`src/tag_pkg.sv`:
```
package tag_pkg;

  // tag pool

  // tags that can be in flight at once
  localparam int num_ids_lp = 8;

  // bits needed to name one tag
  localparam int id_width_lp = 3;

  // request and response fields

  // memory request address
  localparam int addr_width_lp = 16;

  // requester context, returned with the response
  localparam int ctx_width_lp = 8;

  // memory response data
  localparam int data_width_lp = 32;

endpackage

```
`src/id_pool.sv`:
```
`timescale 1ns/10ps

module id_pool (
    input  logic                            clk_i
  , input  logic                            reset_i

  // lowest free tag, valid when any tag is free
  , output logic                            alloc_v_o
  , output logic [tag_pkg::id_width_lp-1:0] alloc_id_o
  , input  logic                            alloc_yumi_i

  // tag coming back from the response side
  , input  logic                            dealloc_v_i
  , input  logic [tag_pkg::id_width_lp-1:0] dealloc_id_i
);

  // one bit per tag, set while the tag is out
  logic [tag_pkg::num_ids_lp-1:0] allocated_r;

  logic [tag_pkg::num_ids_lp-1:0] alloc_oh;
  logic [tag_pkg::num_ids_lp-1:0] dealloc_oh;
  logic [tag_pkg::id_width_lp-1:0] alloc_id_lo;
  logic                            found_lo;

  // priority search from tag 0 upward, registered state only
  always_comb begin
    alloc_oh    = '0;
    alloc_id_lo = '0;
    found_lo    = 1'b0;
    for (int i = 0; i < tag_pkg::num_ids_lp; i++) begin
      if (!allocated_r[i] && !found_lo) begin
        alloc_oh[i] = 1'b1;
        alloc_id_lo = i[tag_pkg::id_width_lp-1:0];
        found_lo    = 1'b1;
      end
    end
  end

  assign alloc_v_o  = found_lo;
  assign alloc_id_o = alloc_id_lo;

  // decode of the returned tag
  always_comb begin
    dealloc_oh = '0;
    if (dealloc_v_i) begin
      dealloc_oh[dealloc_id_i] = 1'b1;
    end
  end

  // a release beats an allocation of the same bit
  always_ff @(posedge clk_i) begin
    if (reset_i) begin
      allocated_r <= '0;
    end else begin
      for (int i = 0; i < tag_pkg::num_ids_lp; i++) begin
        if (dealloc_oh[i]) begin
          allocated_r[i] <= 1'b0;
        end else if (alloc_oh[i] && alloc_yumi_i) begin
          allocated_r[i] <= 1'b1;
        end
      end
    end
  end

endmodule

```
`src/req_issue.sv`:
```
`timescale 1ns/10ps

module req_issue (
    input  logic                              clk_i
  , input  logic                              reset_i

  // requester side
  , input  logic                              req_v_i
  , input  logic [tag_pkg::addr_width_lp-1:0] req_addr_i
  , input  logic [tag_pkg::ctx_width_lp-1:0]  req_ctx_i
  , output logic                              req_yumi_o

  // tag pool
  , input  logic                              alloc_v_i
  , input  logic [tag_pkg::id_width_lp-1:0]   alloc_id_i
  , output logic                              alloc_yumi_o

  // context write
  , output logic                              ctx_we_o
  , output logic [tag_pkg::id_width_lp-1:0]   ctx_wid_o
  , output logic [tag_pkg::ctx_width_lp-1:0]  ctx_wdata_o

  // memory request, one cycle after the yumi
  , output logic                              mem_v_o
  , output logic [tag_pkg::addr_width_lp-1:0] mem_addr_o
  , output logic [tag_pkg::id_width_lp-1:0]   mem_id_o
);

  logic                              take_lo;
  logic                              mem_v_r;
  logic [tag_pkg::addr_width_lp-1:0] mem_addr_r;
  logic [tag_pkg::id_width_lp-1:0]   mem_id_r;

  // accept only while a tag is free
  assign take_lo      = req_v_i & alloc_v_i;
  assign req_yumi_o   = take_lo;
  assign alloc_yumi_o = take_lo;

  // context goes into the table under the offered tag
  assign ctx_we_o    = take_lo;
  assign ctx_wid_o   = alloc_id_i;
  assign ctx_wdata_o = req_ctx_i;

  always_ff @(posedge clk_i) begin
    if (reset_i) begin
      mem_v_r <= 1'b0;
    end else begin
      mem_v_r <= take_lo;
    end
  end

  always_ff @(posedge clk_i) begin
    if (take_lo) begin
      mem_addr_r <= req_addr_i;
      mem_id_r   <= alloc_id_i;
    end
  end

  assign mem_v_o    = mem_v_r;
  assign mem_addr_o = mem_addr_r;
  assign mem_id_o   = mem_id_r;

endmodule

```
`src/context_table.sv`:
```
`timescale 1ns/10ps

module context_table (
    input  logic                             clk_i

  // write port, from the issue side
  , input  logic                             we_i
  , input  logic [tag_pkg::id_width_lp-1:0]  wid_i
  , input  logic [tag_pkg::ctx_width_lp-1:0] wdata_i

  // read port, from the response side
  , input  logic [tag_pkg::id_width_lp-1:0]  rid_i
  , output logic [tag_pkg::ctx_width_lp-1:0] rdata_o
);

  // one context entry per tag
  logic [tag_pkg::ctx_width_lp-1:0] ctx_mem [tag_pkg::num_ids_lp];

  // entry written when its tag is handed out
  always_ff @(posedge clk_i) begin
    if (we_i) begin
      ctx_mem[wid_i] <= wdata_i;
    end
  end

  // combinational read so the response finds its context on arrival
  assign rdata_o = ctx_mem[rid_i];

endmodule

```
`src/resp_merge.sv`:
```
`timescale 1ns/10ps

module resp_merge (
    input  logic                              clk_i
  , input  logic                              reset_i

  // memory response
  , input  logic                              mem_resp_v_i
  , input  logic [tag_pkg::id_width_lp-1:0]   mem_resp_id_i
  , input  logic [tag_pkg::data_width_lp-1:0] mem_resp_data_i

  // context lookup
  , output logic [tag_pkg::id_width_lp-1:0]   ctx_rid_o
  , input  logic [tag_pkg::ctx_width_lp-1:0]  ctx_rdata_i

  // tag release to the pool
  , output logic                              dealloc_v_o
  , output logic [tag_pkg::id_width_lp-1:0]   dealloc_id_o

  // merged result, one cycle after the response
  , output logic                              resp_v_o
  , output logic [tag_pkg::id_width_lp-1:0]   resp_id_o
  , output logic [tag_pkg::ctx_width_lp-1:0]  resp_ctx_o
  , output logic [tag_pkg::data_width_lp-1:0] resp_data_o
);

  logic                              resp_v_r;
  logic [tag_pkg::id_width_lp-1:0]   resp_id_r;
  logic [tag_pkg::ctx_width_lp-1:0]  resp_ctx_r;
  logic [tag_pkg::data_width_lp-1:0] resp_data_r;

  assign ctx_rid_o = mem_resp_id_i;

  // tag is free in the pool on the same edge the output is loaded
  assign dealloc_v_o  = mem_resp_v_i;
  assign dealloc_id_o = mem_resp_id_i;

  always_ff @(posedge clk_i) begin
    if (reset_i) begin
      resp_v_r <= 1'b0;
    end else begin
      resp_v_r <= mem_resp_v_i;
    end
  end

  always_ff @(posedge clk_i) begin
    if (mem_resp_v_i) begin
      resp_id_r   <= mem_resp_id_i;
      resp_ctx_r  <= ctx_rdata_i;
      resp_data_r <= mem_resp_data_i;
    end
  end

  assign resp_v_o    = resp_v_r;
  assign resp_id_o   = resp_id_r;
  assign resp_ctx_o  = resp_ctx_r;
  assign resp_data_o = resp_data_r;

endmodule

```
`src/tag_tracker.sv`:
```
`timescale 1ns/10ps

module tag_tracker (
    input  logic                              clk_i
  , input  logic                              reset_i

  // requester
  , input  logic                              req_v_i
  , input  logic [tag_pkg::addr_width_lp-1:0] req_addr_i
  , input  logic [tag_pkg::ctx_width_lp-1:0]  req_ctx_i
  , output logic                              req_yumi_o

  // memory request
  , output logic                              mem_v_o
  , output logic [tag_pkg::addr_width_lp-1:0] mem_addr_o
  , output logic [tag_pkg::id_width_lp-1:0]   mem_id_o

  // memory response, any order
  , input  logic                              mem_resp_v_i
  , input  logic [tag_pkg::id_width_lp-1:0]   mem_resp_id_i
  , input  logic [tag_pkg::data_width_lp-1:0] mem_resp_data_i

  // merged output
  , output logic                              resp_v_o
  , output logic [tag_pkg::id_width_lp-1:0]   resp_id_o
  , output logic [tag_pkg::ctx_width_lp-1:0]  resp_ctx_o
  , output logic [tag_pkg::data_width_lp-1:0] resp_data_o
);

  // pool to issue
  logic                             alloc_v_lo;
  logic [tag_pkg::id_width_lp-1:0]  alloc_id_lo;
  logic                             alloc_yumi_lo;

  // issue to table
  logic                             ctx_we_lo;
  logic [tag_pkg::id_width_lp-1:0]  ctx_wid_lo;
  logic [tag_pkg::ctx_width_lp-1:0] ctx_wdata_lo;

  // merge to table and pool
  logic [tag_pkg::id_width_lp-1:0]  ctx_rid_lo;
  logic [tag_pkg::ctx_width_lp-1:0] ctx_rdata_lo;
  logic                             dealloc_v_lo;
  logic [tag_pkg::id_width_lp-1:0]  dealloc_id_lo;

  id_pool pool_i (
     .clk_i        (clk_i)
    ,.reset_i      (reset_i)
    ,.alloc_v_o    (alloc_v_lo)
    ,.alloc_id_o   (alloc_id_lo)
    ,.alloc_yumi_i (alloc_yumi_lo)
    ,.dealloc_v_i  (dealloc_v_lo)
    ,.dealloc_id_i (dealloc_id_lo)
  );

  req_issue issue_i (
     .clk_i        (clk_i)
    ,.reset_i      (reset_i)
    ,.req_v_i      (req_v_i)
    ,.req_addr_i   (req_addr_i)
    ,.req_ctx_i    (req_ctx_i)
    ,.req_yumi_o   (req_yumi_o)
    ,.alloc_v_i    (alloc_v_lo)
    ,.alloc_id_i   (alloc_id_lo)
    ,.alloc_yumi_o (alloc_yumi_lo)
    ,.ctx_we_o     (ctx_we_lo)
    ,.ctx_wid_o    (ctx_wid_lo)
    ,.ctx_wdata_o  (ctx_wdata_lo)
    ,.mem_v_o      (mem_v_o)
    ,.mem_addr_o   (mem_addr_o)
    ,.mem_id_o     (mem_id_o)
  );

  context_table ctx_table_i (
     .clk_i   (clk_i)
    ,.we_i    (ctx_we_lo)
    ,.wid_i   (ctx_wid_lo)
    ,.wdata_i (ctx_wdata_lo)
    ,.rid_i   (ctx_rid_lo)
    ,.rdata_o (ctx_rdata_lo)
  );

  resp_merge merge_i (
     .clk_i           (clk_i)
    ,.reset_i         (reset_i)
    ,.mem_resp_v_i    (mem_resp_v_i)
    ,.mem_resp_id_i   (mem_resp_id_i)
    ,.mem_resp_data_i (mem_resp_data_i)
    ,.ctx_rid_o       (ctx_rid_lo)
    ,.ctx_rdata_i     (ctx_rdata_lo)
    ,.dealloc_v_o     (dealloc_v_lo)
    ,.dealloc_id_o    (dealloc_id_lo)
    ,.resp_v_o        (resp_v_o)
    ,.resp_id_o       (resp_id_o)
    ,.resp_ctx_o      (resp_ctx_o)
    ,.resp_data_o     (resp_data_o)
  );

endmodule

```
`config.mk`:
```
export PLATFORM = sky130hd
export DESIGN_NAME = tag_tracker
export DESIGN_NICKNAME = d
export VERILOG_FILES = /design/src/tag_pkg.sv /design/src/id_pool.sv /design/src/req_issue.sv /design/src/context_table.sv /design/src/resp_merge.sv /design/src/tag_tracker.sv
export SDC_FILE = /design/constraint.sdc
export NUM_CORES = 1
export LEC_CHECK = 0
export ABC_AREA = 1
export BUFFER_PORTS_ARGS = -buffer_cell sky130_fd_sc_hd__buf_2
export CORE_ASPECT_RATIO = 1.2
export CORE_MARGIN = 3
export CORE_UTILIZATION = 50
export DETAILED_ROUTE_END_ITERATION = 8
export PLACE_DENSITY = 0.74
export SYNTH_ARGS = -nofsm -noshare
export SYNTH_HDL_FRONTEND = slang
export SYNTH_SLANG_ARGS = --single-unit
```
`constraint.sdc`:
```
create_clock -name clk_i -period 2.5 [get_ports clk_i]
set_input_delay 0.5 -clock clk_i [delete_from_list [all_inputs] [get_ports clk_i]]
set_output_delay 0.5 -clock clk_i [all_outputs]
set_load 0.01 [all_outputs]
```
==> results of run 1 <==
worst register-to-register path: stages, from the launching register on:
cell and delay [ps]:
dfxtp_1 350, nand2_1 130, nor3_4 270, buf_4 160, nand4_1 180, nor2_1 160, buf_4 210
state kept, by name (all words and copies together), names as in the netlist, 3 cells and up:
register	flops
ctx_table_i.ctx_mem	64
pool_i.allocated_r	8
merge_i.resp_ctx_o	8
merge_i.resp_id_o	3
merge_i.resp_data_o	32
issue_i.mem_id_o	3
issue_i.mem_addr_o	16
worst paths after layout:
path	from	to	slack (ps)
max reg2reg	pool_i.allocated_r[2]	ctx_table_i.ctx_mem[7][1]	750
max	pool_i.allocated_r[2]	req_yumi_o	200
min reg2reg	pool_i.allocated_r[3]	pool_i.allocated_r[3]	490
min	mem_resp_data_i[15]	merge_i.resp_data_o[15]	160
logic make-up after synthesis:
logic type	share of synthesized area
AOI/OAI and AO/OA	0.06263
buffers and inverters	0.02371
DFF	0.8206
and+or+nand+nor	0.09304
power by group through the flow:
stage	Sequential, mW	Clock [mW]	Combinational, mW
2_1_floorplan	2.71	0	0.0774
3_3_place_gp	2.66	0	0.301
3_5_place_dp	2.67	0	0.310
4_1_cts	2.62	2.69	0.314
5_1_grt	2.63	2.80	0.341
6_report	2.62	2.66	0.309
layer usage:
metal | global-route usage | vias up | part of all wire
met4 | 0.08729 | 0 | 0.010
met2 | 0.3363 | 173 | 0.48
met1 | 0.2743 | 1455 | 0.41
li1 | - | 1459 | -
met5 | 0 | - | 0
met3 | 0.06926 | 16 | 0.098
final cells by class:
| type | instances | area [um^2] |
|---|---|---|
| inverters | 22 | 82.58 |
| diodes | 2 | 5.005 |
| multi-input cells | 150 | 755.7 |
| repair buffers | 139 | 725.7 |
| clock inverters | 11 | 193.9 |
| clock buffers | 21 | 449.2 |
| fillers | 625 | 2925 |
| flip-flops and latches | 136 | 3984 |
| well taps | 120 | 150.1 |
through the flow:
stage	setup slack, ps	instances
after CTS	75.02	597
after global routing	73.88	601
final	199.9	601
after detailed placement	631.5	565
after global placement	714.5	565
after floorplan	688.1	315
cell usage in the layout (no fill, tap or decap), types with 3 or more instances in the layout:
cell          n
nand3_1      13
inv_1        20
clkinvlp_4    3
clkinv_1      3
nand2_1      12
o2111ai_1     8
buf_2       127
o21ai_0      34
edfxtp_1    126
clkbuf_8      3
a21oi_1       6
dfxtp_1      10
buf_4        12
clkbuf_16    16
bufinv_16     5
nor2_1       62
==> metrics.yaml, run 1 <==
synthesis:
  synth_area_leaders: "edfxtp_1 (78%), nor2_1 (4.8%), dfxtp_1 (4.1%)"
  synth_nets: 378
  synth_edf_count: 126
  synth_commonest_cells: "edfxtp_1 (126), nor2_1 (62), o21ai_0 (34), inv_1 (20), nand3_1 (13)"
  synthCells: 315
  ys.flop_type: "edfxtp_1"
  synth_most_common_cell: "edfxtp_1"
  yosysWarnings: 0
  yosysTopAreaCellShare: 0.7794
  ys_seq_elements: 136
  syn-cell-area_um2: 4855
  avgSynthCellArea_um2: 15.41
  synth_top_area_cell: "edfxtp_1"
  synth-seq-area-share: 0.8206
  async_reset_ff_frac: 0
  synthDistinctLibCells: 24
global_routing:
  grt_pass1_vias: 3029
  grt_max_degree: 34
  overflow: 0
  grt_antenna_before_repair: 2
  grt_pass1_wl_um: 16540
  grt_util_all_layers: 0.2137
power:
  powerDensity_nw_per_um2: 881.4
  switching_share: 0.1987
  ir_worst_vdd_mv: 0.4781
  p_int_mw: 4.482
  leakagePower_nw: 2.553
  pwr-share-comb: 0.055
  p_total_mw: 5.593
  p_clk_frac: 0.476
  switchingPower_mw: 1.111
  power_frac_seq: 0.469
setup_path:
  path_delay_family: "simple AND/OR/NAND/NOR gates"
  max_stage_delay_ps: 350
  worstPathCellList: "nand2_1 > nor3_4 > nand4_4 > nand2_4 > inv_1 > buf_2"
  worst_path_max_delay_cell: "dfxtp_1"
  required_ps: 2000
  path_buf_inv: 2
  critPathArrivalTime_ps: 1800
  cp_max_fo: 8
  worst-setup-path-type: "register to primary output"
  crit_path_start_kind: "register"
  setup.worst_path.end_class: "primary output"
  ff2ff_path_depth: 6
  worst-path-stages: 6
cells_and_area:
  area_growth_pct: 30.72
  stdcell_area_um2: 6346
  drive_gt1_frac: 0.3653
  nets: 529
  utilization: 0.6845
placement:
  hpwl_um: 7384
  dpl_cell_area_um2: 5683
  gp_congestion: 0.7608
  port_buffers: 127
timing:
  hold_viol: 0
  fin_setup_tns_ps: 0
  relSlewSlack: 0.4473
  max_freq_mhz: 434.8
  finalCritPeriodShare: 0.9200
  rsz0062_at_grt: "no"
  finalSetupViolCount: 0
  tightest_slew_ps: 828.1
  finalHoldWorstSlack_ps: 158.4
  finalWorstPathRequiredPeriod_ps: 2300
  fin_worst_skew_ps: 6.779
  drv_slew: 0
route:
  drtIter0Drc: 135
  viasPerCell: 5.163
  drt_wl_total_um: 11160
  drtAntennaViolNets: 0
  via_count: 3103
  drc: 0
  drt-pass1-iter-count: 4
  routedWlPerCell_um: 18.56
min_path:
  whs_path_depth: 1
  hp-class: "input port to register"
floorplanning:
  core_area_um2: 9271
  row_count: 38
  die_w_um: 95.95
  dieArea_um2: 10930
  ios: 128
  dieHeight_um: 113.9
  start_util: 0.5236
clock_network:
  cts_resized: 0
  cts_max_level: 4
  cts_sinks: 136
  path_clk_slew_ps: 60
  cts_hold_buf: 0
  cts_root_buffer: "clkbuf_8"
  cts_buffers: 17
  clock_path_buffers: 2
  postCtsSetupBuffers: 0
  clk_latency_ps: 520
  cts_tree: "built"
outcome:
  outcome: "finished clean"
run:
  drv_cap: 0
Power figures use the tool's default switching activity.
==> inputs of run 2 (changes only) <==
Settings changed: CTS_BUF_LIST set to sky130_fd_sc_hd__clkbuf_2 sky130_fd_sc_hd__clkbuf_4 sky130_fd_sc_hd__clkbuf_8.
==> run 2 against run 1 <==
Against the previous run:
- cell area decreased by 3.0%
- wire length decreased by 0.75%
- combinational power about the same
- utilization decreased by 2.0 points
- clock power decreased by 22%
- critical path type unchanged
- clock skew increased by 6.9 ps
- maximum frequency decreased by 1.3%
- critical path depth unchanged
- clock-buffer cell count unchanged
==> metrics.yaml, run 2 (synthesis results as in run 1) <==
outcome:
  outcome: "finished clean"
min_path:
  whs_path_depth: 1
  hp-start: "mem_resp_data_i[17]"
  hp-class: "input port to register"
  worstHoldEndpoint: "merge_i.resp_data_o[17]"
cells_and_area:
  top_register: "ctx_table_i.ctx_mem"
  largest_reg_flops: 64
  nets: 527
  utilization: 0.6642
  layout.cells.non_filler: 599
  area_growth_pct: 26.86
  final_common_cell: "buf_2"
  drive_gt1_frac: 0.3669
  final_cell_mix: "buf_2 (127), edfxtp_1 (126), nor2_1 (62)"
timing:
  hold_viol: 0
  fin_worst_skew_ps: 13.66
  fin_setup_tns_ps: 0
  drv_slew: 0
  finalCritPeriodShare: 0.9319
  finalWorstPathRequiredPeriod_ps: 2330
  relSlewSlack: 0.4452
  finalSetupViolCount: 0
  rsz0062_at_grt: "no"
  max_freq_mhz: 429.3
  fin_ws_ps: 170.4
  tightest_slew_ps: 831.3
route:
  drtAntennaViolNets: 0
  drt-pass1-iter-count: 4
  viasPerCell: 5.125
  via_count: 3070
  drt_wl_total_um: 11070
  routedWlPerCell_um: 18.48
  drc: 0
  drtIter0Drc: 169
global_routing:
  grt_antenna_before_repair: 2
  grt_pass1_vias: 2994
  grt_pass1_wl_um: 16010
  overflow: 0
  grt_util_all_layers: 0.2056
  grt_max_degree: 34
floorplanning:
  dieArea_um2: 10930
  start_util: 0.5236
  dieHeight_um: 113.9
  die_w_um: 95.95
  row_count: 38
  ios: 128
  core_area_um2: 9271
setup_path:
  critPathArrivalTime_ps: 1830
  reg2reg_to: "ctx_table_i.ctx_mem[7][1]"
  worst-setup-path-type: "register to primary output"
  max_stage_delay_ps: 390
  ff2ff_path_depth: 5
  crit_path_start_kind: "register"
  worst_path_max_delay_cell: "dfxtp_1"
  setup.worst_path.end_class: "primary output"
  path_buf_inv: 2
  crit_path_start: "pool_i.allocated_r[1]"
  timing.rr.start: "pool_i.allocated_r[1]"
  r2r_slack_ps: 720
  worstPathCellList: "nand2_2 > nor3_4 > nand4_4 > nand2_4 > inv_1 > buf_2"
  cp_max_fo: 8
  required_ps: 2000
  path_delay_family: "simple AND/OR/NAND/NOR gates"
clock_network:
  cts_resized: 0
  cts_max_level: 4
  clock_path_buffers: 2
  cts_sinks: 136
  cts_root_buffer: "clkbuf_8"
  clk_latency_ps: 440
  path_clk_slew_ps: 80
  cts_tree: "built"
  cts_hold_buf: 0
  postCtsSetupBuffers: 0
  cts_buffers: 17
power:
  ir_worst_vdd_mv: 0.4654
  p_total_mw: 5.005
  leakagePower_nw: 2.466
  powerDensity_nw_per_um2: 812.8
placement:
  port_buffers: 127
  dp.cells: 565
  hpwl_um: 7384
  place_ws_ps: 631.5
  gp_congestion: 0.7608
run:
  drv_cap: 0
==> run 2: changes by cell type in the layout (fill, tap and decap cells not counted), sizes merged <==
cell / previous run / this run
buf: 139 / 137
==> run 2: cell type report <==
type	instances	area (um^2)
Fill cell	667	3113
Sequential cell	136	3984
Timing Repair Buffer	137	710.7
Antenna cell	2	5.005
Clock buffer	21	276.5
Tap cell	120	150.1
Multi-Input combinational cell	150	755.7
Inverter	22	82.58
Clock inverter	11	193.9
==> run 2: where the power goes <==
part           switching, mW  internal [mW]
Clock                  0.815           1.26
Sequential            0.0284           2.59
Combinational          0.193          0.115
Total                   1.04           3.97
==> run 2: metal layers <==
layer,wire (um),GRT usage
met1,4486,0.2540
met2,5304,0.3279
met3,1132,0.06530
met4,148,0.09677
met5,0,0
==> run 2: through the flow <==
stage | hold slack (ps) | area (um^2)
final | 234.9 | 6158
after global routing | 206.9 | 6158
after CTS | 211.0 | 6153
after detailed placement | 470.3 | 5683
after global placement | 469.7 | 5683
after floorplan | 447.9 | 4855
==> run 2: worst reg2reg max path: stages (launching register included) <==
cell     delay [ps]
dfxtp_1         390
nand2_2         130
nor3_4          320
nand4_1         260
nor2_1          170
buf_4           210
==> run 2: how the worst max path moves through the flow <==
| stage | cells past startpoint | slack [ps] | to |
|---|---|---|---|
| after floorplan | 5 | 690 | req_yumi_o |
| after global placement | 6 | 710 | req_yumi_o |
| after detailed placement | 6 | 630 | req_yumi_o |
| after CTS | 6 | 150 | req_yumi_o |
| after global routing | 6 | 40 | req_yumi_o |
| final | 6 | 170 | req_yumi_o |
==> inputs of run 3 (changes only) <==
--- a/config.mk
+++ b/config.mk
@@ -10,3 +10,3 @@
 export CORE_ASPECT_RATIO = 1.2
-export CORE_MARGIN = 3
+export CORE_MARGIN = 2
 export CORE_UTILIZATION = 50
==> constraint.sdc (replaced) <==
create_clock -name clk_i -period 2.5 [get_ports clk_i]
set_input_delay 0.375 -clock clk_i [delete_from_list [all_inputs] [get_ports clk_i]]
set_output_delay 0.375 -clock clk_i [all_outputs]
set_load 0.01 [all_outputs]
==> run 3 against run 2 <==
Against the previous run:
- clock-buffer cell count fell by 3
- register-to-register slack better by 50 ps
- sequential share of layout area is 0.38 points higher
- clock skew shrank 6.9 ps
- wire length down 10%
- critical path type unchanged
==> metrics.yaml, run 3 (synthesis results as in run 1) <==
cells_and_area:
  top_register: "ctx_table_i.ctx_mem"
  nets: 529
  stdcell_area_um2: 6122
  fillers: 715
  diodes: 0
  seq_area_um2: 3984
  largest_reg_flops: 64
  multi_input_area_um2: 755.7
  final_cell_mix: "buf_2 (127), edfxtp_1 (126), nor2_1 (62)"
  final_common_cell: "buf_2"
  drive_gt1_frac: 0.3682
  area_growth_pct: 26.11
clock_network:
  cts_tree: "built"
  postCtsSetupBuffers: 0
  cts_resized: 0
  cts_max_level: 4
  cts_buffers: 17
  cts_root_buffer: "clkbuf_8"
  path_clk_slew_ps: 70
  cts_sinks: 136
  clock_path_buffers: 2
  cts_hold_buf: 0
  clk_latency_ps: 430
placement:
  port_buffers: 127
  dpl_cell_area_um2: 5702
  gp_congestion: 0.8343
  hpwl_um: 6631
timing:
  finalWorstPathRequiredPeriod_ps: 2188
  relSlewSlack: 0.6796
  hold_viol: 0
  max_freq_mhz: 457.1
  fin_worst_skew_ps: 6.743
  drv_slew: 0
  finalCritPeriodShare: 0.8751
  fin_setup_tns_ps: 0
  finalSetupViolCount: 0
  tightest_slew_ps: 479.4
  rsz0062_at_grt: "no"
route:
  drtAntennaViolNets: 0
  routedWlPerCell_um: 16.53
  drtIter0Drc: 138
  via_count: 3095
  drt_wl_total_um: 9932
  viasPerCell: 5.150
  drt-pass1-iter-count: 4
  drc: 0
floorplanning:
  start_util: 0.5128
  die_w_um: 93.95
  dieHeight_um: 111.9
  core_area_um2: 9467
  ios: 128
  dieArea_um2: 10520
  row_count: 39
power:
  powerDensity_nw_per_um2: 783.5
  leakagePower_nw: 2.455
  ir_worst_vdd_mv: 0.4020
min_path:
  hp-class: "input port to register"
setup_path:
  setup.worst_path.end_class: "primary output"
  critPathArrivalTime_ps: 1810
  cp_max_fo: 8
  required_ps: 2120
  worst-setup-path-type: "register to primary output"
  crit_path_start_kind: "register"
global_routing:
  top_usage_layer: "met2"
  grt_max_degree: 25
  use_met2: 0.3076
  grt_util_met1: 0.2296
  grt_pass1_vias: 2911
  grt_util_all_layers: 0.1910
  grt_pass1_wl_um: 14550
  overflow: 0
  grt_antenna_before_repair: 1
  grt_util_met3: 0.05819
run:
  drv_cap: 0
outcome:
  outcome: "finished clean"
run 3: cell count changes in the layout (fill, tap and decap cells not counted):
cell,previous run,this run
diode_2,2,0
buf_4,10,12
clkbuf_4,2,1
clkinv_2,0,3
bufinv_16,5,4
clkbuf_8,19,17
run 3: worst paths after layout:
path,endpoint,startpoint,cells after the start,slack (ps)
worst max-delay path,req_yumi_o,pool_i.allocated_r[1],6,310
worst min register to register,pool_i.allocated_r[3],pool_i.allocated_r[3],2,510
worst min-delay path,merge_i.resp_data_o[5],mem_resp_data_i[5],1,110
worst max register to register,ctx_table_i.ctx_mem[7][3],pool_i.allocated_r[1],5,770
run 3: metrics by stage:
stage | total power, mW | setup WS (ps) | hold WS (ps) | util | std cells
after floorplan | 2.784 | 772.0 | 447.4 | - | 315
after global placement | 2.959 | 828.7 | 470.3 | 0.6023 | 570
after detailed placement | 2.970 | 784.3 | 490.0 | 0.6023 | 570
after CTS | 4.834 | 306.7 | 92.10 | 0.6467 | 601
after global routing | 4.947 | 189.3 | 83.44 | 0.6467 | 601
final | 4.797 | 312.2 | 113.8 | 0.6467 | 601
run 3: report_power, final:
part	total [mW]	switching [mW]	internal, mW
Sequential	2.61	0.0240	2.59
Clock	1.88	0.792	1.09
Combinational	0.306	0.189	0.117
Total	4.80	1.01	3.79
run 3: area by class of cell:
cell class                 instances  area share
sequential                       136      0.6507
clock inverter                    13     0.02923
tap                              123     0.02514
clock buffer                      18     0.03944
multi-input combinational        150      0.1234
inverter                          22     0.01349
timing repair buffer             139      0.1185
run 3: metal layers:
layer	wire (um)	share of wire
met4	362	0.036
met5	0	0
met1	3788	0.38
met2	4901	0.49
met3	879	0.089
run 3: critical path, stage by stage, from the launching register on:
cell and delay [ps]:
dfxtp_1 400, nand2_2 130, nor3_4 310, nand4_4 180, nand2_4 160, inv_1 60
buf_2 140
